--- config.mk ---
export PLATFORM = sky130hd
export DESIGN_NAME = pr_vertex_cu
export DESIGN_NICKNAME = d
export VERILOG_FILES = /design/src/rtl/pr_pkg.sv /design/src/rtl/pr_cmd_if.sv /design/src/rtl/vertex_queue.sv /design/src/rtl/edge_job_ctrl.sv /design/src/rtl/edge_data_ctrl.sv /design/src/rtl/sum_kernel.sv /design/src/rtl/mem_read_port.sv /design/src/rtl/pr_vertex_cu.sv
export SDC_FILE = /design/constraint.sdc
export NUM_CORES = 1
export LEC_CHECK = 0
export BUFFER_PORTS_ARGS = -buffer_cell sky130_fd_sc_hd__buf_4
export CAP_MARGIN = 5
export CORE_ASPECT_RATIO = 1.5
export CORE_MARGIN = 4
export CORE_UTILIZATION = 50
export DETAILED_ROUTE_END_ITERATION = 8
export GPL_ROUTABILITY_DRIVEN = 0
export MAX_ROUTING_LAYER = met4
export PLACE_DENSITY = 0.68
export SYNTH_ARGS = -nofsm -noshare
export SYNTH_HDL_FRONTEND = slang
export SYNTH_SLANG_ARGS = --single-unit
--- constraint.sdc ---
create_clock -name clock -period 6.5 [get_ports clock]
set_input_delay 1.3 -clock clock [delete_from_list [all_inputs] [get_ports clock]]
set_output_delay 1.3 -clock clock [all_outputs]
set_load 0.01 [all_outputs]
--- src/rtl/pr_pkg.sv ---
package pr_pkg;

	// Field widths
	localparam int VERTEX_ID_BITS  = 16;
	localparam int EDGE_INDEX_BITS = 16;
	localparam int DEGREE_BITS     = 8;
	localparam int DATA_BITS       = 32;

	// Buffer depths, all powers of two
	localparam int VERTEX_QUEUE_DEPTH = 4;
	localparam int EDGE_BUF_DEPTH     = 8;
	localparam int CMD_FIFO_DEPTH     = 4;

	localparam int VQ_PTR_BITS   = $clog2(VERTEX_QUEUE_DEPTH);
	localparam int EDGE_PTR_BITS = $clog2(EDGE_BUF_DEPTH);
	localparam int CMD_PTR_BITS  = $clog2(CMD_FIFO_DEPTH);

	// One vertex job, 40 bits
	typedef struct packed {
		logic [VERTEX_ID_BITS-1:0]  vertex_id;
		logic [EDGE_INDEX_BITS-1:0] edge_start;
		logic [DEGREE_BITS-1:0]     degree;
	} vertex_job_t;

	// Tags a read command and its response
	typedef enum logic [0:0] {
		RD_EDGE_DEST  = 1'b0,
		RD_GRAPH_DATA = 1'b1
	} rd_kind_e;

	// Edge index or vertex id, used as is
	typedef logic [15:0] rd_addr_t;

endpackage

--- src/rtl/pr_cmd_if.sv ---
`timescale 1ns/100ps

interface pr_cmd_if;
	import pr_pkg::*;

	logic     req;
	logic     ack;
	rd_kind_e kind;
	rd_addr_t addr;

	// Requesting unit
	modport source (
		output req,
		output kind,
		output addr,
		input  ack
	);

	// Read port side
	modport sink (
		input  req,
		input  kind,
		input  addr,
		output ack
	);

endinterface

--- src/rtl/vertex_queue.sv ---
`timescale 1ns/100ps

module vertex_queue (
	input  logic                clock,
	input  logic                rstn,
	input  logic                vertex_req,
	output logic                vertex_ack,
	input  pr_pkg::vertex_job_t vertex_job,
	input  logic                done,
	output logic                active,
	output pr_pkg::vertex_job_t job
);
	import pr_pkg::*;

	vertex_job_t            job_mem [VERTEX_QUEUE_DEPTH];
	logic [VQ_PTR_BITS-1:0] wr_ptr;
	logic [VQ_PTR_BITS-1:0] rd_ptr;
	logic [VQ_PTR_BITS:0]   count;
	logic                   full;
	logic                   push;
	logic                   pop;

	assign full = (count == VERTEX_QUEUE_DEPTH);
	assign push = vertex_req && !vertex_ack && !full;
	// Head becomes active once the previous job is gone
	assign pop  = !done && !active && (count != 0);

////////////////////////////////////////////////////////////////////////////
// Job handshake
////////////////////////////////////////////////////////////////////////////

	always_ff @(posedge clock or negedge rstn) begin
		if (!rstn) begin
			vertex_ack <= 1'b0;
		end else if (push) begin
			vertex_ack <= 1'b1;
		end else if (!vertex_req) begin
			vertex_ack <= 1'b0;
		end
	end

////////////////////////////////////////////////////////////////////////////
// Job FIFO
////////////////////////////////////////////////////////////////////////////

	always_ff @(posedge clock or negedge rstn) begin
		if (!rstn) begin
			wr_ptr <= '0;
			rd_ptr <= '0;
			count  <= '0;
		end else begin
			if (push) begin
				wr_ptr <= wr_ptr + 1'b1;
			end
			if (pop) begin
				rd_ptr <= rd_ptr + 1'b1;
			end
			case ({push, pop})
				2'b10:   count <= count + 1'b1;
				2'b01:   count <= count - 1'b1;
				default: count <= count;
			endcase
		end
	end

	always_ff @(posedge clock) begin
		if (push) begin
			job_mem[wr_ptr] <= vertex_job;
		end
	end

	// Active job, held until done
	always_ff @(posedge clock or negedge rstn) begin
		if (!rstn) begin
			active <= 1'b0;
		end else if (done) begin
			active <= 1'b0;
		end else if (pop) begin
			active <= 1'b1;
		end
	end

	always_ff @(posedge clock) begin
		if (pop) begin
			job <= job_mem[rd_ptr];
		end
	end

endmodule

--- src/rtl/edge_job_ctrl.sv ---
`timescale 1ns/100ps

module edge_job_ctrl (
	input  logic                clock,
	input  logic                rstn,
	input  logic                active,
	input  pr_pkg::vertex_job_t job,
	input  logic                edge_rsp,
	input  logic                credit_free,
	pr_cmd_if.source            cmd
);
	import pr_pkg::*;

	logic                   loaded;
	rd_addr_t               next_index;
	logic [DEGREE_BITS-1:0] remaining;
	logic [EDGE_PTR_BITS:0] outstanding;
	logic [EDGE_PTR_BITS:0] held;
	logic                   room;
	logic                   issue;

	// Reads in flight plus ids waiting must fit in the id buffer
	assign room  = (outstanding + held) < EDGE_BUF_DEPTH;
	assign issue = loaded && (remaining != 0) && !cmd.req && !cmd.ack && room;

	assign cmd.kind = RD_EDGE_DEST;

////////////////////////////////////////////////////////////////////////////
// Edge walk
////////////////////////////////////////////////////////////////////////////

	always_ff @(posedge clock or negedge rstn) begin
		if (!rstn) begin
			loaded     <= 1'b0;
			next_index <= '0;
			remaining  <= '0;
		end else if (!active) begin
			loaded <= 1'b0;
		end else if (!loaded) begin
			loaded     <= 1'b1;
			next_index <= job.edge_start;
			remaining  <= job.degree;
		end else if (issue) begin
			next_index <= next_index + 1'b1;
			remaining  <= remaining - 1'b1;
		end
	end

	// Four-phase request towards the read port
	always_ff @(posedge clock or negedge rstn) begin
		if (!rstn) begin
			cmd.req <= 1'b0;
		end else if (issue) begin
			cmd.req <= 1'b1;
		end else if (cmd.ack) begin
			cmd.req <= 1'b0;
		end
	end

	always_ff @(posedge clock) begin
		if (issue) begin
			cmd.addr <= next_index;
		end
	end

////////////////////////////////////////////////////////////////////////////
// Credit bookkeeping
////////////////////////////////////////////////////////////////////////////

	always_ff @(posedge clock or negedge rstn) begin
		if (!rstn) begin
			outstanding <= '0;
			held        <= '0;
		end else begin
			case ({issue, edge_rsp})
				2'b10:   outstanding <= outstanding + 1'b1;
				2'b01:   outstanding <= outstanding - 1'b1;
				default: outstanding <= outstanding;
			endcase
			// An id moves from in flight to buffered, then leaves
			case ({edge_rsp, credit_free})
				2'b10:   held <= held + 1'b1;
				2'b01:   held <= held - 1'b1;
				default: held <= held;
			endcase
		end
	end

endmodule

--- src/rtl/edge_data_ctrl.sv ---
`timescale 1ns/100ps

module edge_data_ctrl (
	input  logic                              clock,
	input  logic                              rstn,
	input  logic                              dest_valid,
	input  logic [pr_pkg::VERTEX_ID_BITS-1:0] dest_id,
	output logic                              credit_free,
	pr_cmd_if.source                          cmd
);
	import pr_pkg::*;

	logic [VERTEX_ID_BITS-1:0] id_mem [EDGE_BUF_DEPTH];
	logic [EDGE_PTR_BITS-1:0]  wr_ptr;
	logic [EDGE_PTR_BITS-1:0]  rd_ptr;
	logic [EDGE_PTR_BITS:0]    count;
	logic                      pop;

	// Next id leaves the buffer as its graph read starts
	assign pop = (count != 0) && !cmd.req && !cmd.ack;

	assign cmd.kind = RD_GRAPH_DATA;

	// Credits keep dest_valid from ever finding the buffer full
	always_ff @(posedge clock) begin
		if (dest_valid) begin
			id_mem[wr_ptr] <= dest_id;
		end
	end

	always_ff @(posedge clock or negedge rstn) begin
		if (!rstn) begin
			wr_ptr <= '0;
			rd_ptr <= '0;
			count  <= '0;
		end else begin
			if (dest_valid) begin
				wr_ptr <= wr_ptr + 1'b1;
			end
			if (pop) begin
				rd_ptr <= rd_ptr + 1'b1;
			end
			case ({dest_valid, pop})
				2'b10:   count <= count + 1'b1;
				2'b01:   count <= count - 1'b1;
				default: count <= count;
			endcase
		end
	end

	// Request and one returned credit per id
	always_ff @(posedge clock or negedge rstn) begin
		if (!rstn) begin
			cmd.req     <= 1'b0;
			credit_free <= 1'b0;
		end else begin
			credit_free <= pop;
			if (pop) begin
				cmd.req <= 1'b1;
			end else if (cmd.ack) begin
				cmd.req <= 1'b0;
			end
		end
	end

	always_ff @(posedge clock) begin
		if (pop) begin
			cmd.addr <= id_mem[rd_ptr];
		end
	end

endmodule

--- src/rtl/sum_kernel.sv ---
`timescale 1ns/100ps

module sum_kernel (
	input  logic                              clock,
	input  logic                              rstn,
	input  logic                              active,
	input  pr_pkg::vertex_job_t               job,
	input  logic                              data_valid,
	input  logic [pr_pkg::DATA_BITS-1:0]      data,
	output logic                              done,
	output logic                              wr_req,
	input  logic                              wr_ack,
	output logic [pr_pkg::VERTEX_ID_BITS-1:0] wr_vertex,
	output logic [pr_pkg::DATA_BITS-1:0]      wr_sum,
	output logic [15:0]                       vertex_count,
	output logic [31:0]                       edge_count
);
	import pr_pkg::*;

	typedef enum logic [1:0] {
		S_IDLE,
		S_ACCUM,
		S_WRITE,
		S_RELEASE
	} state_e;

	state_e                 state;
	logic [DEGREE_BITS-1:0] got;
	logic [DATA_BITS-1:0]   acc;

	assign wr_vertex = job.vertex_id;
	assign wr_sum    = acc;

////////////////////////////////////////////////////////////////////////////
// Accumulate and write
////////////////////////////////////////////////////////////////////////////

	always_ff @(posedge clock or negedge rstn) begin
		if (!rstn) begin
			state        <= S_IDLE;
			got          <= '0;
			acc          <= '0;
			wr_req       <= 1'b0;
			done         <= 1'b0;
			vertex_count <= '0;
		end else begin
			done <= 1'b0;
			case (state)
				S_IDLE: begin
					// done still high means active has not dropped yet
					if (active && !done) begin
						acc <= '0;
						got <= '0;
						if (job.degree == 0) begin
							wr_req <= 1'b1;
							state  <= S_WRITE;
						end else begin
							state <= S_ACCUM;
						end
					end
				end
				S_ACCUM: begin
					if (data_valid) begin
						acc <= acc + data;
						got <= got + 1'b1;
						if ((got + 1'b1) == job.degree) begin
							wr_req <= 1'b1;
							state  <= S_WRITE;
						end
					end
				end
				S_WRITE: begin
					if (wr_ack) begin
						wr_req       <= 1'b0;
						vertex_count <= vertex_count + 1'b1;
						state        <= S_RELEASE;
					end
				end
				S_RELEASE: begin
					if (!wr_ack) begin
						done  <= 1'b1;
						state <= S_IDLE;
					end
				end
				default: state <= S_IDLE;
			endcase
		end
	end

	// One per data value returned
	always_ff @(posedge clock or negedge rstn) begin
		if (!rstn) begin
			edge_count <= '0;
		end else if (data_valid) begin
			edge_count <= edge_count + 1'b1;
		end
	end

endmodule

--- src/rtl/mem_read_port.sv ---
`timescale 1ns/100ps

module mem_read_port (
	input  logic                              clock,
	input  logic                              rstn,
	pr_cmd_if.sink                            edge_cmd,
	pr_cmd_if.sink                            data_cmd,
	output logic                              rd_cmd_req,
	input  logic                              rd_cmd_ack,
	output pr_pkg::rd_kind_e                  rd_cmd_kind,
	output pr_pkg::rd_addr_t                  rd_cmd_addr,
	input  logic                              rd_rsp_valid,
	input  pr_pkg::rd_kind_e                  rd_rsp_kind,
	input  logic [pr_pkg::DATA_BITS-1:0]      rd_rsp_data,
	output logic                              dest_valid,
	output logic [pr_pkg::VERTEX_ID_BITS-1:0] dest_id,
	output logic                              data_valid,
	output logic [pr_pkg::DATA_BITS-1:0]      data
);
	import pr_pkg::*;

	rd_kind_e              kind_mem [CMD_FIFO_DEPTH];
	rd_addr_t              addr_mem [CMD_FIFO_DEPTH];
	logic [CMD_PTR_BITS-1:0] wr_ptr;
	logic [CMD_PTR_BITS-1:0] rd_ptr;
	logic [CMD_PTR_BITS:0]   count;
	logic                  full;
	logic                  push;
	logic                  pop;
	logic                  edge_pend;
	logic                  data_pend;
	logic                  grant_edge;
	logic                  grant_data;
	logic                  last_data;
	rd_kind_e              push_kind;
	rd_addr_t              push_addr;

////////////////////////////////////////////////////////////////////////////
// Round-robin arbiter
////////////////////////////////////////////////////////////////////////////

	// A source with ack already high has been served
	assign edge_pend = edge_cmd.req && !edge_cmd.ack;
	assign data_pend = data_cmd.req && !data_cmd.ack;

	assign full       = (count == CMD_FIFO_DEPTH);
	assign grant_data = !full && data_pend && (!edge_pend || !last_data);
	assign grant_edge = !full && edge_pend && !grant_data;
	assign push       = grant_edge || grant_data;
	assign push_kind  = grant_data ? data_cmd.kind : edge_cmd.kind;
	assign push_addr  = grant_data ? data_cmd.addr : edge_cmd.addr;

	always_ff @(posedge clock or negedge rstn) begin
		if (!rstn) begin
			last_data    <= 1'b0;
			edge_cmd.ack <= 1'b0;
			data_cmd.ack <= 1'b0;
		end else begin
			if (push) begin
				last_data <= grant_data;
			end
			if (grant_edge) begin
				edge_cmd.ack <= 1'b1;
			end else if (!edge_cmd.req) begin
				edge_cmd.ack <= 1'b0;
			end
			if (grant_data) begin
				data_cmd.ack <= 1'b1;
			end else if (!data_cmd.req) begin
				data_cmd.ack <= 1'b0;
			end
		end
	end

////////////////////////////////////////////////////////////////////////////
// Command FIFO and external handshake
////////////////////////////////////////////////////////////////////////////

	assign pop = rd_cmd_req && rd_cmd_ack;

	always_ff @(posedge clock) begin
		if (push) begin
			kind_mem[wr_ptr] <= push_kind;
			addr_mem[wr_ptr] <= push_addr;
		end
	end

	always_ff @(posedge clock or negedge rstn) begin
		if (!rstn) begin
			wr_ptr <= '0;
			rd_ptr <= '0;
			count  <= '0;
		end else begin
			if (push) begin
				wr_ptr <= wr_ptr + 1'b1;
			end
			if (pop) begin
				rd_ptr <= rd_ptr + 1'b1;
			end
			case ({push, pop})
				2'b10:   count <= count + 1'b1;
				2'b01:   count <= count - 1'b1;
				default: count <= count;
			endcase
		end
	end

	// Head entry stays put until its ack pops it
	assign rd_cmd_kind = kind_mem[rd_ptr];
	assign rd_cmd_addr = addr_mem[rd_ptr];

	always_ff @(posedge clock or negedge rstn) begin
		if (!rstn) begin
			rd_cmd_req <= 1'b0;
		end else if (pop) begin
			rd_cmd_req <= 1'b0;
		end else if (!rd_cmd_req && !rd_cmd_ack && (count != 0)) begin
			rd_cmd_req <= 1'b1;
		end
	end

////////////////////////////////////////////////////////////////////////////
// Response router
////////////////////////////////////////////////////////////////////////////

	always_ff @(posedge clock or negedge rstn) begin
		if (!rstn) begin
			dest_valid <= 1'b0;
			data_valid <= 1'b0;
		end else begin
			dest_valid <= 1'b0;
			data_valid <= 1'b0;
			if (rd_rsp_valid) begin
				case (rd_rsp_kind)
					RD_EDGE_DEST:  dest_valid <= 1'b1;
					RD_GRAPH_DATA: data_valid <= 1'b1;
					default:       dest_valid <= 1'b0;
				endcase
			end
		end
	end

	always_ff @(posedge clock) begin
		if (rd_rsp_valid) begin
			dest_id <= rd_rsp_data[VERTEX_ID_BITS-1:0];
			data    <= rd_rsp_data;
		end
	end

endmodule

--- src/rtl/pr_vertex_cu.sv ---
`timescale 1ns/100ps

module pr_vertex_cu (
	input  logic                               clock,
	input  logic                               rstn,
	input  logic                               vertex_req,
	output logic                               vertex_ack,
	input  logic [pr_pkg::VERTEX_ID_BITS-1:0]  vertex_id,
	input  logic [pr_pkg::EDGE_INDEX_BITS-1:0] edge_start,
	input  logic [pr_pkg::DEGREE_BITS-1:0]     degree,
	output logic                               rd_cmd_req,
	input  logic                               rd_cmd_ack,
	output pr_pkg::rd_kind_e                   rd_cmd_kind,
	output pr_pkg::rd_addr_t                   rd_cmd_addr,
	input  logic                               rd_rsp_valid,
	input  pr_pkg::rd_kind_e                   rd_rsp_kind,
	input  logic [pr_pkg::DATA_BITS-1:0]       rd_rsp_data,
	output logic                               wr_req,
	input  logic                               wr_ack,
	output logic [pr_pkg::VERTEX_ID_BITS-1:0]  wr_vertex,
	output logic [pr_pkg::DATA_BITS-1:0]       wr_sum,
	output logic [15:0]                        vertex_count,
	output logic [31:0]                        edge_count
);
	import pr_pkg::*;

	vertex_job_t               new_job;
	vertex_job_t               active_job;
	logic                      active;
	logic                      done;
	logic                      credit_free;
	logic                      dest_valid;
	logic [VERTEX_ID_BITS-1:0] dest_id;
	logic                      data_valid;
	logic [DATA_BITS-1:0]      data;

	pr_cmd_if edge_cmd ();
	pr_cmd_if data_cmd ();

	assign new_job.vertex_id  = vertex_id;
	assign new_job.edge_start = edge_start;
	assign new_job.degree     = degree;

////////////////////////////////////////////////////////////////////////////
// Units
////////////////////////////////////////////////////////////////////////////

	vertex_queue vertex_queue_i (
		.clock      (clock),
		.rstn       (rstn),
		.vertex_req (vertex_req),
		.vertex_ack (vertex_ack),
		.vertex_job (new_job),
		.done       (done),
		.active     (active),
		.job        (active_job)
	);

	// Edge responses double as the credit tracker's return pulse
	edge_job_ctrl edge_job_ctrl_i (
		.clock       (clock),
		.rstn        (rstn),
		.active      (active),
		.job         (active_job),
		.edge_rsp    (dest_valid),
		.credit_free (credit_free),
		.cmd         (edge_cmd.source)
	);

	edge_data_ctrl edge_data_ctrl_i (
		.clock       (clock),
		.rstn        (rstn),
		.dest_valid  (dest_valid),
		.dest_id     (dest_id),
		.credit_free (credit_free),
		.cmd         (data_cmd.source)
	);

	sum_kernel sum_kernel_i (
		.clock        (clock),
		.rstn         (rstn),
		.active       (active),
		.job          (active_job),
		.data_valid   (data_valid),
		.data         (data),
		.done         (done),
		.wr_req       (wr_req),
		.wr_ack       (wr_ack),
		.wr_vertex    (wr_vertex),
		.wr_sum       (wr_sum),
		.vertex_count (vertex_count),
		.edge_count   (edge_count)
	);

	mem_read_port mem_read_port_i (
		.clock        (clock),
		.rstn         (rstn),
		.edge_cmd     (edge_cmd.sink),
		.data_cmd     (data_cmd.sink),
		.rd_cmd_req   (rd_cmd_req),
		.rd_cmd_ack   (rd_cmd_ack),
		.rd_cmd_kind  (rd_cmd_kind),
		.rd_cmd_addr  (rd_cmd_addr),
		.rd_rsp_valid (rd_rsp_valid),
		.rd_rsp_kind  (rd_rsp_kind),
		.rd_rsp_data  (rd_rsp_data),
		.dest_valid   (dest_valid),
		.dest_id      (dest_id),
		.data_valid   (data_valid),
		.data         (data)
	);

endmodule

[Word level (Yosys, flattened, before mapping)]
Memory sizes are Yosys's and may differ from the RTL's. A register that Yosys moved wholly into a read port is not among the register bits.
Cells that the tools add are included.
Operators by class
  equality and inequality tests: 26
  add/subtract/negate cells: 23
  magnitude comparators: 1
  mux-type cells: 57
  reduce and logical (&&, ||, !) cells: 58
Operators with widths (number)
  $mux W32: 2
  $pmux W32 S2: 1
  $mux W16: 3
  $mux W1: 33
  $add A16 B1 Y16 const B: 2
  $add A32 B1 Y32 const B: 1
  $add A32 B32 Y32: 1
  $lt A32 B4 Y1 const B: 1
  $mux W8: 4
  $pmux W4 S2: 3
  $logic_and A1 B1 Y1: 20
  $reduce_bool A2 Y1: 10
  $pmux W8 S2: 1
  $eq A2 B2 Y1 const B: 7
  $logic_not A1 Y1: 14
  $ne A2 B1 Y1 const B: 7
  $add A3 B1 Y3 const B: 4
  $add A4 B1 Y4 const B: 3
  $eq A2 B1 Y1 const B: 6
  $mux W2: 6
  $pmux W3 S2: 2
  $sub A4 B1 Y4 const B: 3
  $reduce_bool A3 Y1: 3
  $add A2 B1 Y2 const B: 4
  18 further kinds: 24
Storage, ports and cells
  memories kept: 4
  input port bits: 79
  bits in registers: 224
  output and inout port bits: 116
  word-level logic and storage cells: 204
  bits in writable memories: 356
Memories
  vertex_queue_i.job_mem: words 4, bits a word 40, rd ports 1, clocked after Yosys merged registers in 1, write ports 1, line vertex_queue.sv:15  | vertex_job_t job_mem [VERTEX_QUEUE_DEPTH];
  edge_data_ctrl_i.id_mem: words 8, bits a word 16, rd ports 1, clocked after Yosys merged registers in 1, write ports 1, line edge_data_ctrl.sv:13  | logic [VERTEX_ID_BITS-1:0] id_mem [EDGE_BUF_DEPTH];
  mem_read_port_i.addr_mem: words 4, bits a word 16, rd ports 1, clocked after Yosys merged registers in 0, write ports 1, line mem_read_port.sv:23  | rd_addr_t addr_mem [CMD_FIFO_DEPTH];
  mem_read_port_i.kind_mem: words 4, bits a word 1, rd ports 1, clocked after Yosys merged registers in 0, write ports 1, line mem_read_port.sv:22  | rd_kind_e kind_mem [CMD_FIFO_DEPTH];

[Logic depth before layout (Yosys ltp)]
Gate-level depths: netlist (run 1).
  depth in word-level cells: 10
  gate-level depth with buffers: 12
  gate-level depth less buffers: 11

[Cells and area by module]
From an unflattened synthesis (run 1), not the netlist that was laid out.
Unflattened totals
  cell total of the unflattened synthesis: 1632
  area, all modules: 26502.9 um^2
Modules (own cells, without submodules)
  vertex_queue: area each 7507.2 um^2, instances 1, cells an instance 293, sequential area each 6231.0 um^2
  edge_data_ctrl: area each 6019.5 um^2, instances 1, cells an instance 262, sequential area each 4624.4 um^2
  sum_kernel: area each 5764.3 um^2, instances 1, cells an instance 601, sequential area each 2302.2 um^2
  mem_read_port: area each 4463.0 um^2, instances 1, cells an instance 213, sequential area each 3328.2 um^2
  edge_job_ctrl: area each 2748.9 um^2, instances 1, cells an instance 263, sequential area each 1331.3 um^2

[Least setup slack after synthesis (run 1)]
OpenSTA, ideal clock, no wires.
  kind: reg-to-reg
  start: register vertex_queue_i.active
  end: register vertex_queue_i.count[2]
  data required time: 6.421 ns
  arrival: 4.828 ns
  clock period less this slack: 4.907 ns
  setup time: 0.079 ns
  stages on the path, launching flop included: 9
  path buffers: 1
  setup slack: 1.593 ns
  cells stage by stage: dfrtp_1 > clkbuf_1 > nor3_1 > ha_1 > inv_1 > fa_1 > xor2_1 > nor2_1 > xor2_1
On the way
  word-level cells in the longest chain between the ends: 5
  elaborated cells on any way between the ends: 7
  those cells by class: eq/ne: 2; mux: 1; reduce/logical: 4
RTL lines
  start: declaration: line vertex_queue.sv:10  | output logic active,
  start signal: assignment: line vertex_queue.sv:75  | active <= 1'b0;
  start signal: assignment: line vertex_queue.sv:77  | active <= 1'b0;
  start signal: assignment: line vertex_queue.sv:79  | active <= 1'b1;
  $logic_not A1 Y1 (*)
  $logic_and A1 B1 Y1 (*) (2 in a row): line vertex_queue.sv:26  | assign pop = !done && !active && (count != 0);
  named net vertex_queue_i.pop: line vertex_queue.sv:21  | logic pop;
  $eq A2 B1 Y1 / $eq A2 B2 Y1 (equally long branches): line vertex_queue.sv:58  | case ({push, pop})
  $pmux W3 S2 / $reduce_bool A2 Y1 (equally long branches)
  end signal: assignment: line vertex_queue.sv:59  | 2'b10: count <= count + 1'b1;
  end signal: assignment: line vertex_queue.sv:60  | 2'b01: count <= count - 1'b1;
  end signal: assignment: line vertex_queue.sv:61  | default: count <= count;
  end: declaration: line vertex_queue.sv:18  | logic [VQ_PTR_BITS:0] count;
The timed path passes the listed nets; every way through them passes the cells marked *.
A chain may end at the register's enable or synchronous reset.

[Final worst setup path (run 1)]
  start: register mem_read_port_i.rd_ptr[0]
  end: output port rd_cmd_addr[8]
On the way
  word-level cells in the longest chain between the ends: 1
RTL lines
  start: declaration: line mem_read_port.sv:25  | logic [CMD_PTR_BITS-1:0] rd_ptr;
  start signal: assignment: line mem_read_port.sv:98  | rd_ptr <= rd_ptr + 1'b1;
  $mem_v2 Z4 W16
  end: declaration: line pr_vertex_cu.sv:14  | output pr_pkg::rd_addr_t rd_cmd_addr,
No other way between the ends.

==> impl_metrics.csv, run 1 <==
group,metric,value,unit
outcome,status,"complete, no violations",
detailed_routing,routed_wl,51.5,mm
clock_tree,htreeDepth,2,
timing,worst_pin_slew,1.11,ns
global_route,grt_pass1_vias,14700,
critical_path,cp-start-kind,"flop",
timing,fin_setup_tns,0,ns
critical_path,cp.buffers_inverters,1,
critical_path,path_cells,"mux4_2 > buf_4",
detailed_routing,drt-initial-drc-count,823,
critical_path,end_kind,"output pin",
critical_path,worstPathRequired,5.20,ns
detailed_routing,ant_nets,0,
hold_path,holdPathStages,1,
logic_synthesis,synth_cell_types,68,
placed_design,dp_hpwl,34.7,mm
pwr,leakagePower,11.4,nW
critical_path,cp_slowest_cell,"dfrtp_1",
pwr,powerDensity,436,nW/um2
logic_synthesis,yosysTopAreaCellShare,53.7,%
critical_path,reg2reg_slack,3.19,ns
detailed_routing,drt-wirelength-per-cell,20.1,um
clock_tree,clk_latency,0.60,ns
detailed_routing,drcViolationCount,0,
logic_synthesis,yosysMostFrequentCell,"edfxtp_1",
timing,rsz0062_at_grt,"false",
floorplanning,fp.dieH,286,um
global_route,gr-total-overflow,0,
logic_synthesis,synthFlopType,"edfxtp_1",
timing,max_clock_freq,0.268,GHz
clock_tree,cts_hold_buf,0,
clock_tree,clockBufferDepth,3,
critical_path,timing.rr.start,"mem_read_port_i.data[0]$_DFFE_PP_",
logic_synthesis,syn_area,25700,um2
final_layout,syn_to_final_growth,15.6,%
logic_synthesis,ys_top_cells_by_area,"edfxtp_1, dfrtp_1, mux4_2",
critical_path,slowest_delay,1.06,ns
final_layout,final_util,58.5,%
floorplanning,die_w,193,um
clock_tree,cts-buffers-inserted,57,
logic_synthesis,yosysWarnings,0,
detailed_routing,viasPerCell,5.47,
clock_tree,numClockSinks,620,
detailed_routing,vias,14000,
job,maxCapViolCount,0,
hold_path,min-delay-start,"edge_job_ctrl_i.outstanding[3]$_DFFE_PN0P_",
final_layout,nNetsFinal,1998,
logic_synthesis,yosys.area.top_type,"edfxtp_1",
critical_path,critPathMaxFanout,19,
logic_synthesis,synth_edf_count,460,
clock_tree,post_cts.repair.setup_buffers,0,
critical_path,critPathArrivalTime,2.43,ns
critical_path,crit_type,"reg -> out",
floorplanning,start_util,50.6,%
floorplanning,dieArea,55200,um2
logic_synthesis,syn_nets,1801,
clock_tree,cts.clk_slew.worst_paths,0.06,ns
clock_tree,cts_resized,0,
floorplanning,ioPinCount,195,
global_route,grt_max_degree,90,
timing,fin_crit_sh,57.4,%
global_route,grt_pass1_wl,81.7,mm
timing,max_slew_margin,26.0,%
hold_path,min_to,"edge_job_ctrl_i.outstanding[3]$_DFFE_PN0P_",
timing,period_needed,3.73,ns
final_layout,drive_gt1_share,22.4,%
global_route,antenna_found_initial,2,
floorplanning,coreArea,50800,um2
critical_path,r2r_cells,11,
timing,holdWs,0.473,ns
logic_synthesis,synth_async_sr_flop_share,25.8,%
timing,hold_viol,0,
global_route,track_usage,19.5,%
detailed_routing,dr.pass1.iters,5,
clock_tree,tritoncts,"done",
critical_path,crit_family,"flip-flops",
timing,fin_worst_skew,0.0203,ns
timing,drv_slew,0,
timing,setup_viol,0,
placed_design,port_buffers,194,
logic_synthesis,synthCells,1652,
hold_path,worstHoldPathType,"reg -> reg",
logic_synthesis,syn_avg_cell_area,15.6,um2
clock_tree,cts-root-buf,"clkbuf_16",
logic_synthesis,yosysSeqAreaShare,69.3,%
floorplanning,row_count,101,
pwr,vdd_drop_max,0.000280,V
critical_path,reg2reg_to,"sum_kernel_i.wr_sum[30]$_DFFE_PN0P_",
logic_synthesis,synth_commonest_cells,"edfxtp_1, nand2_1, dfrtp_1",
logic_synthesis,synth_seq_cells,620,
worst register-to-register path, delay by kind of cell (launching register included):
family,cells,cell delay [ns]
muxes,1,0.22
and+or+nand+nor,1,0.17
adders and majority gates,2,0.67
buffers and inverters,1,0.07
DFF,1,0.48
AOI/OAI and AO/OA,6,1.56
layer usage:
metal / vias up / global-route usage [%] / routed length [um]
met1: 7043 / 22.8 / 19900
met2: 302 / 33.9 / 27500
met3: 86 / 3.89 / 2650
met4: 0 / 5.93 / 1510
met5: - / - / 0
li1: 6608 / - / -
cell usage in the layout, fill, tap and decap left out, types with 7 or more instances in the layout:
master / count
edfxtp_1: 460
buf_4: 207
nand2_1: 171
dfrtp_1: 157
mux4_2: 89
o21ai_0: 84
a21oi_1: 73
ha_1: 65
xnor2_1: 63
clkbuf_16: 58
nor2_1: 53
inv_1: 47
xor2_1: 43
nand3_1: 40
mux2_2: 23
and3_1: 20
a21o_1: 17
clkinv_1: 14
and2_1: 14
nor3_1: 12
nand4_1: 12
clkbuf_1: 11
o31ai_1: 10
o22ai_1: 8
clkinv_2: 8
nor2b_1: 7
nand2b_1: 7
bufinv_16: 7
state kept, by name, indices dropped and copies added (netlist names), 8 cells and up:
register,flops
edge_data_ctrl_i.cmd.addr,16
edge_job_ctrl_i.cmd.addr,16
edge_job_ctrl_i.next_index,16
sum_kernel_i.edge_count,32
sum_kernel_i.wr_sum,32
edge_job_ctrl_i.remaining,8
edge_data_ctrl_i.id_mem,128
sum_kernel_i.vertex_count,16
mem_read_port_i.addr_mem,64
mem_read_port_i.data,32
sum_kernel_i.got,8
vertex_queue_i.job_mem,160
vertex_queue_i.job,40
logic make-up after synthesis:
family	count (synthesis)	synth area share [%]
multiplexers	120	9.14
XOR/XNOR	106	3.61
AND/OR/NAND/NOR	374	6.76
adder cells (fa/ha/maj)	70	3.55
AO/OA/AOI/OAI	244	5.68
buffers and inverters	118	1.97
flip-flops	620	69.3
worst max path at each step:
stage / start / to / slack (ns) / cells after the start
6_report: mem_read_port_i.rd_ptr[0]$_DFFE_PN0P_ / rd_cmd_addr[8] / 2.77 / 2
5_1_grt: mem_read_port_i.rd_ptr[0]$_DFFE_PN0P_ / rd_cmd_addr[8] / 2.51 / 2
4_1_cts: mem_read_port_i.rd_ptr[0]$_DFFE_PN0P_ / rd_cmd_addr[8] / 2.66 / 2
3_5_place_dp: mem_read_port_i.data[0]$_DFFE_PP_ / sum_kernel_i.wr_sum[30]$_DFFE_PN0P_ / 3.27 / 11
3_3_place_gp: mem_read_port_i.rd_ptr[0]$_DFFE_PN0P_ / rd_cmd_addr[4] / 3.35 / 2
2_1_floorplan: vertex_queue_i.active$_DFFE_PN0P_ / vertex_queue_i.count[2]$_DFFE_PN0P_ / 1.59 / 8
metrics by stage:
stage | power [mW] | std cells | area (um2) | setup WS (ns)
4_1_cts | 13.1 | 2565 | 29700 | 2.66
3_5_place_dp | 9.75 | 2459 | 27800 | 3.27
2_1_floorplan | 8.44 | 1652 | 25700 | 1.59
5_1_grt | 13.7 | 2567 | 29700 | 2.51
3_3_place_gp | 9.60 | 2459 | 27800 | 3.35
6_report | 13.0 | 2567 | 29700 | 2.77
where the power goes:
| part | switching (mW) | internal, mW | leakage [nW] |
|---|---|---|---|
| combinational | 1.97 | 1.64 | 4.21 |
| clock | 1.44 | 1.93 | 0.911 |
| sequential | 0.624 | 5.35 | 6.24 |
| total | 4.03 | 8.92 | 11.4 |
final cells by class:
cell class	instances	area, um2
sequential	620	17800
clock inverter	36	383
clock buffer	70	1510
inverter	48	180
timing repair buffer	208	1570
fill	3939	21100
multi-input combinational	914	7440
antenna	2	5.00
tap	669	837
Power figures use the tool's default switching activity.
==> run 2, diff against run 1 <==
ABC_AREA = 1   (was default)
PLACE_DENSITY = 0.71   (was 0.68)
clock period = 3.4 ns   (was 6.5 ns; I/O delays follow)
==> impl_metrics.csv, run 2 <==
group,metric,value,unit
placed_design,dp.cells,3219,
detailed_routing,viasPerCell,5.45,
critical_path,critPathMaxFanout,19,
clock_tree,htreeDepth,2,
final_layout,nNetsFinal,2744,
logic_synthesis,synth_cell_types,46,
global_route,grt_pass1_vias,18300,
logic_synthesis,synth_async_sr_flop_share,25.8,%
timing,worst_pin_slew,1.12,ns
timing,fin_worst_skew,0.0181,ns
timing,hold_viol,0,
logic_synthesis,yosysTopAreaCellShare,51.8,%
detailed_routing,routed_wl,60.4,mm
logic_synthesis,yosysMostFrequentCell,"edfxtp_1",
clock_tree,numClockSinks,620,
timing,setup_ws,0.458,ns
global_route,grt_pass1_wl,96.2,mm
logic_synthesis,muxShareOfSynthArea,0.0844,%
logic_synthesis,syn_area,26700,um2
final_layout,antennaDiodeCount,0,
pwr,pwr-share-clk,22.7,%
global_route,track_usage,21.4,%
timing,max_slew_margin,25.4,%
critical_path,crit_type,"reg -> out",
job,maxCapViolCount,0,
logic_synthesis,syn_nets,2549,
timing,period_needed,2.94,ns
critical_path,cp-start-kind,"flop",
logic_synthesis,synth_adder_area_share,3.42,%
critical_path,r2r_cells,7,
pwr,p_seq_share,42.6,%
floorplanning,fp.dieH,291,um
clock_tree,clockBufferDepth,3,
global_route,grt_max_degree,82,
final_layout,drive_gt1_share,12.8,%
critical_path,crit_end,"rd_cmd_addr[15]",
floorplanning,die_w,197,um
hold_path,worstHoldPathType,"in -> async",
final_layout,largest_reg_flops,160,
timing,holdWs,0.103,ns
global_route,gr-total-overflow,0,
clock_tree,cts.clk_slew.worst_paths,0.07,ns
floorplanning,start_util,50.6,%
timing,fin_crit_sh,86.5,%
timing,drv_slew,0,
timing,max_clock_freq,0.340,GHz
final_layout,layout_common_cells,"edfxtp_1, nand2_1, nor2_1",
outcome,status,"complete, no violations",
logic_synthesis,synth_top_family_by_area,"simple AND/OR/NAND/NOR gates",
critical_path,end_kind,"output pin",
placed_design,port_buffers,194,
clock_tree,clk_latency,0.60,ns
logic_synthesis,syn_avg_cell_area,11.1,um2
floorplanning,dieArea,57200,um2
pwr,power.internal,17.0,mW
final_layout,top_register,"vertex_queue_i.job_mem",
pwr,switching_share,36.9,%
timing,setup_viol,0,
critical_path,reg2reg_to,"vertex_queue_i.count[2]$_DFFE_PN0P_",
floorplanning,row_count,103,
detailed_routing,ant_nets,0,
logic_synthesis,synth-compound-area-share,9.59,%
clock_tree,tritoncts,"done",
critical_path,reg2reg_slack,0.67,ns
pwr,vdd_drop_max,0.000579,V
logic_synthesis,synthFlopType,"edfxtp_1",
final_layout,final_common_cell,"edfxtp_1",
logic_synthesis,synth_xor_area_share,2.43,%
logic_synthesis,synth_edf_count,460,
detailed_routing,drt-initial-drc-count,1230,
pwr,leakagePower,12.2,nW
logic_synthesis,yosysWarnings,0,
floorplanning,coreArea,52700,um2
clock_tree,post_cts.repair.setup_buffers,0,
timing,fin_setup_tns,0,ns
global_route,antenna_found_initial,0,
final_layout,reg.largest.list,"vertex_queue_i.job_mem x160, edge_data_ctrl_i.id_mem x128, mem_read_port_i.addr_mem x64",
clock_tree,cts_resized,0,
pwr,p_total,26.9,mW
critical_path,timing.rr.start,"vertex_queue_i.count[0]$_DFFE_PN0P_",
floorplanning,ioPinCount,195,
logic_synthesis,synth-simple-area-share,13.9,%
critical_path,startpoint,"mem_read_port_i.rd_ptr[1]$_DFFE_PN0P_",
clock_tree,cts_hold_buf,0,
placed_design,dp_hpwl,40.7,mm
clock_tree,cts-buffers-inserted,56,
detailed_routing,dr.pass1.iters,8,
final_layout,syn_to_final_growth,15.0,%
logic_synthesis,yosys.area.top_type,"edfxtp_1",
pwr,powerDensity,875,nW/um2
logic_synthesis,synthCells,2400,
clock_tree,cts-root-buf,"clkbuf_16",
timing,rsz0062_at_grt,"false",
critical_path,critPathArrivalTime,2.26,ns
pwr,p_sw,9.91,mW
detailed_routing,vias,18100,
logic_synthesis,synth_commonest_cells,"edfxtp_1, nor2_1, nand2_1",
detailed_routing,drt-wirelength-per-cell,18.2,um
final_layout,stdcell_count,3321,
logic_synthesis,ys_top_cells_by_area,"edfxtp_1, dfrtp_1, nor2_1",
logic_synthesis,yosysSeqAreaShare,66.8,%
logic_synthesis,synth_seq_cells,620,
critical_path,worstPathRequired,2.72,ns
detailed_routing,drcViolationCount,0,
pwr,combPwrFrac,34.6,%
placed_design,place_ws,0.691,ns
[run 2: cell count changes after synthesis, sizes merged, moves of 21 or more]
cell	before	now
nor2	59	381
nand2	171	377
o21ai	84	267
inv	47	161
mux4	89	0
o22ai	8	78
nand3	40	89
clkbuf	36	70
xnor2	63	29
mux2	25	2
and3	21	0
[run 2: worst max-delay path: stages, from the launching register on]
cell and delay, ns:
dfrtp_1 0.60, inv_1 0.50, o21ai_0 0.19, o22ai_1 0.20, buf_4 0.16
[run 2: area by class of cell]
cell class                 count  area [um2]
inverter                     162         608
tap                          682         853
fill                        4203       22000
clock inverter                25         251
clock buffer                  77        1510
sequential                   620       17800
timing repair buffer         230        1760
multi-input combinational   1525        7910
[run 2: kinds of logic after synthesis]
logic type / Yosys count
adders and majority gates: 70
AOI/OAI and AO/OA: 466
and+or+nand+nor: 913
muxes: 2
buffers and inverters: 255
DFF: 620
xor gates and xnor gates: 74
[run 2: per-layer routing]
| layer | vias to the layer above | routed length [um] | track usage, % | part of all wire, % |
|---|---|---|---|---|
| li1 | 8713 | - | - | - |
| met1 | 8707 | 23600 | 25.3 | 39 |
| met2 | 513 | 31000 | 36.7 | 51 |
| met3 | 165 | 2850 | 3.00 | 4.7 |
| met4 | 0 | 2970 | 9.49 | 4.9 |
| met5 | - | 0 | - | 0 |
[run 2: power groups by stage]
stage,registers [mW],clock network (mW),logic [mW]
floorplan,11.3,0,6.22
global placement,11.5,0,8.99
detailed placement,11.6,0,9.33
CTS,11.5,6.22,9.38
global route,11.6,6.55,10.5
finish,11.5,6.11,9.30
[run 2: how the worst min path moves through the flow]
stage | startpoint | endpoint | cells after the start
after global routing | rstn | sum_kernel_i.wr_sum[20]$_DFFE_PN0P_ | 1
after detailed placement | mem_read_port_i.last_data$_DFFE_PN0P_ | mem_read_port_i.last_data$_DFFE_PN0P_ | 2
final | rstn | sum_kernel_i.wr_sum[24]$_DFFE_PN0P_ | 1
after CTS | rstn | sum_kernel_i.wr_sum[20]$_DFFE_PN0P_ | 1
after floorplan | rstn | edge_data_ctrl_i.cmd.req$_DFFE_PN0P_ | 0
after global placement | mem_read_port_i.data_cmd.ack$_DFFE_PN0P_ | edge_data_ctrl_i.cmd.req$_DFFE_PN0P_ | 1
[run 2: through the flow]
step	util, %	instance area, um2
2_1_floorplan	-	26700
3_3_place_gp	54.9	28900
3_5_place_dp	54.9	28900
4_1_cts	58.3	30700
5_1_grt	58.3	30700
6_report	58.3	30700
==> run 3, diff against run 2 <==
ABC_AREA = default   (was 1)
==> impl_metrics.csv, run 3 (synthesis results as in run 1) <==
group,metric,value,unit
clock_tree,htreeDepth,2,
critical_path,critPathMaxFanout,9,
timing,drv_slew,0,
critical_path,crit_end,"sum_kernel_i.wr_sum[30]$_DFFE_PN0P_",
detailed_routing,vias,14400,
floorplanning,coreArea,50800,um2
critical_path,critPathArrivalTime,3.47,ns
timing,period_needed,3.04,ns
final_layout,antennaDiodeCount,0,
global_route,gr-total-overflow,0,
timing,fin_crit_sh,89.5,%
critical_path,r2r_cells,11,
final_layout,layout_common_cells,"edfxtp_1, buf_4, nand2_1",
timing,hold_viol,0,
global_route,antenna_found_initial,0,
pwr,powerDensity,833,nW/um2
timing,rsz0062_at_grt,"false",
detailed_routing,met3_length,2.34,mm
global_route,grt_pass1_wl,84.1,mm
critical_path,worstPathRequired,3.83,ns
final_layout,drive_gt1_share,23.8,%
clock_tree,cts.clk_slew.worst_paths,0.07,ns
final_layout,reg.largest.list,"vertex_queue_i.job_mem x160, edge_data_ctrl_i.id_mem x128, mem_read_port_i.addr_mem x64",
detailed_routing,m1WireLength,20.3,mm
outcome,status,"complete, no violations",
detailed_routing,maxUsedRoutingLayer,"met4",
detailed_routing,dr_wl_met2,28.5,mm
critical_path,cp-start-kind,"flop",
detailed_routing,drt-initial-drc-count,848,
critical_path,crit_type,"reg -> reg",
pwr,p_seq_share,45.6,%
detailed_routing,viasPerCell,5.56,
detailed_routing,drt-wirelength-per-cell,20.3,um
critical_path,startpoint,"mem_read_port_i.data[0]$_DFFE_PP_",
critical_path,cp_slowest_cell,"edfxtp_1",
hold_path,worstHoldPathType,"in -> async",
clock_tree,cts_hold_buf,0,
detailed_routing,dr.pass1.iters,7,
pwr,leakagePower,11.5,nW
pwr,power.internal,17.1,mW
pwr,p_sw,7.83,mW
final_layout,top_register,"vertex_queue_i.job_mem",
placed_design,port_buffers,194,
floorplanning,row_count,101,
critical_path,reg2reg_to,"sum_kernel_i.wr_sum[30]$_DFFE_PN0P_",
floorplanning,dieArea,55200,um2
final_layout,n_fill_cell,3874,
floorplanning,ioPinCount,195,
timing,setup_viol,0,
timing,max_slew_margin,36.5,%
global_route,grt_pass1_vias,15100,
clock_tree,cts-root-buf,"clkbuf_16",
clock_tree,clockBufferDepth,3,
critical_path,slowest_delay,0.48,ns
global_route,track_usage,19.9,%
pwr,switching_share,31.4,%
detailed_routing,routed_wl,52.5,mm
pwr,pwr-share-clk,25.7,%
placed_design,dp_hpwl,35.9,mm
final_layout,largest_reg_flops,160,
global_route,grt_max_degree,60,
timing,worst_pin_slew,0.949,ns
detailed_routing,ant_nets,0,
timing,max_clock_freq,0.329,GHz
critical_path,end_kind,"flop",
final_layout,syn_to_final_growth,16.5,%
clock_tree,numClockSinks,620,
floorplanning,fp.dieH,286,um
floorplanning,start_util,50.6,%
critical_path,path_cells,"ha_1 > inv_1 > fa_1 > nor2b_1 > o31ai_1 > a2bb2oi_1 > a221o_1 > a41oi_1 > o31ai_1 > mux2i_1 > o211ai_1",
critical_path,timing.rr.start,"mem_read_port_i.data[0]$_DFFE_PP_",
critical_path,cpMostUsedCell,"o31ai_1",
pwr,p_total,25.0,mW
job,maxCapViolCount,0,
clock_tree,cts-buffers-inserted,55,
final_layout,stdcell_count,2585,
pwr,combPwrFrac,28.7,%
placed_design,dp.cells,2483,
critical_path,reg2reg_slack,0.36,ns
pwr,vdd_drop_max,0.000486,V
clock_tree,tritoncts,"done",
final_layout,final_common_cell,"edfxtp_1",
timing,fin_setup_tns,0,ns
floorplanning,die_w,193,um
clock_tree,cts_resized,0,
detailed_routing,drcViolationCount,0,
timing,fin_worst_skew,0.0250,ns
clock_tree,post_cts.repair.setup_buffers,0,
clock_tree,clk_latency,0.60,ns
final_layout,nNetsFinal,2020,
==> run 3: cell count changes in the layout (fill, tap and decap cells not counted), moves of 34 or more <==
cell,before,now
xnor2_1,29,63
nand2_1,377,171
inv_1,158,47
o22ai_1,78,8
nand3_1,89,40
nor2_1,370,53
o21ai_0,265,84
mux4_2,0,89
==> run 3: power groups by stage <==
stage / Clock [mW] / Combinational [mW] / Sequential (mW)
4_1_cts: 6.55 / 7.29 / 11.4
6_report: 6.41 / 7.17 / 11.4
2_1_floorplan: 0 / 5.12 / 11.0
5_1_grt: 6.86 / 7.95 / 11.6
3_3_place_gp: 0 / 7.05 / 11.5
3_5_place_dp: 0 / 7.26 / 11.6
==> run 3: metal layers <==
layer  GRT usage (%)  vias up
met4            5.12        0
met1            23.9     7346
met2            35.1      301
met3            3.26       90
met5               -        -
li1                -     6643
==> run 3: cell type report <==
type	instances	area, um2	share of cell area [%]
multi-input cells	914	7440	24.9
inverters	48	180	0.602
flip-flops and latches	620	17800	59.5
repair buffers	232	1800	5.99
clock inverters	39	470	1.57
clock buffers	63	1410	4.70
well taps	669	837	2.79
==> run 3: per-stage QoR <==
step	setup WS (ns)	hold WS (ns)	util [%]	cell area, um2
floorplan	0.535	0.352	-	25700
global placement	0.445	0.459	55.3	28100
detailed placement	0.376	0.459	55.3	28100
CTS	0.345	0.0839	59.0	30000
global route	0.113	0.117	59.0	30000
finish	0.357	0.0828	59.0	30000
==> run 3: worst min-delay path by stage <==
stage | cells past startpoint | end
final | 1 | sum_kernel_i.vertex_count[2]$_DFFE_PN0P_
after global routing | 1 | sum_kernel_i.edge_count[26]$_DFFE_PN0P_
after CTS | 1 | sum_kernel_i.edge_count[7]$_DFFE_PN0P_
after detailed placement | 1 | sum_kernel_i.edge_count[31]$_DFFE_PN0P_
after global placement | 1 | sum_kernel_i.edge_count[31]$_DFFE_PN0P_
after floorplan | 0 | edge_job_ctrl_i.loaded$_DFF_PN0_
==> run 3: worst max-delay path, delay by kind of cell, from the launching register on <==
family | cells | cell delay, ns
buffers and inverters | 1 | 0.07
muxes | 1 | 0.22
AOI/OAI and AO/OA | 6 | 1.29
DFF | 1 | 0.48
and+or+nand+nor | 1 | 0.16
adders and majority gates | 2 | 0.67
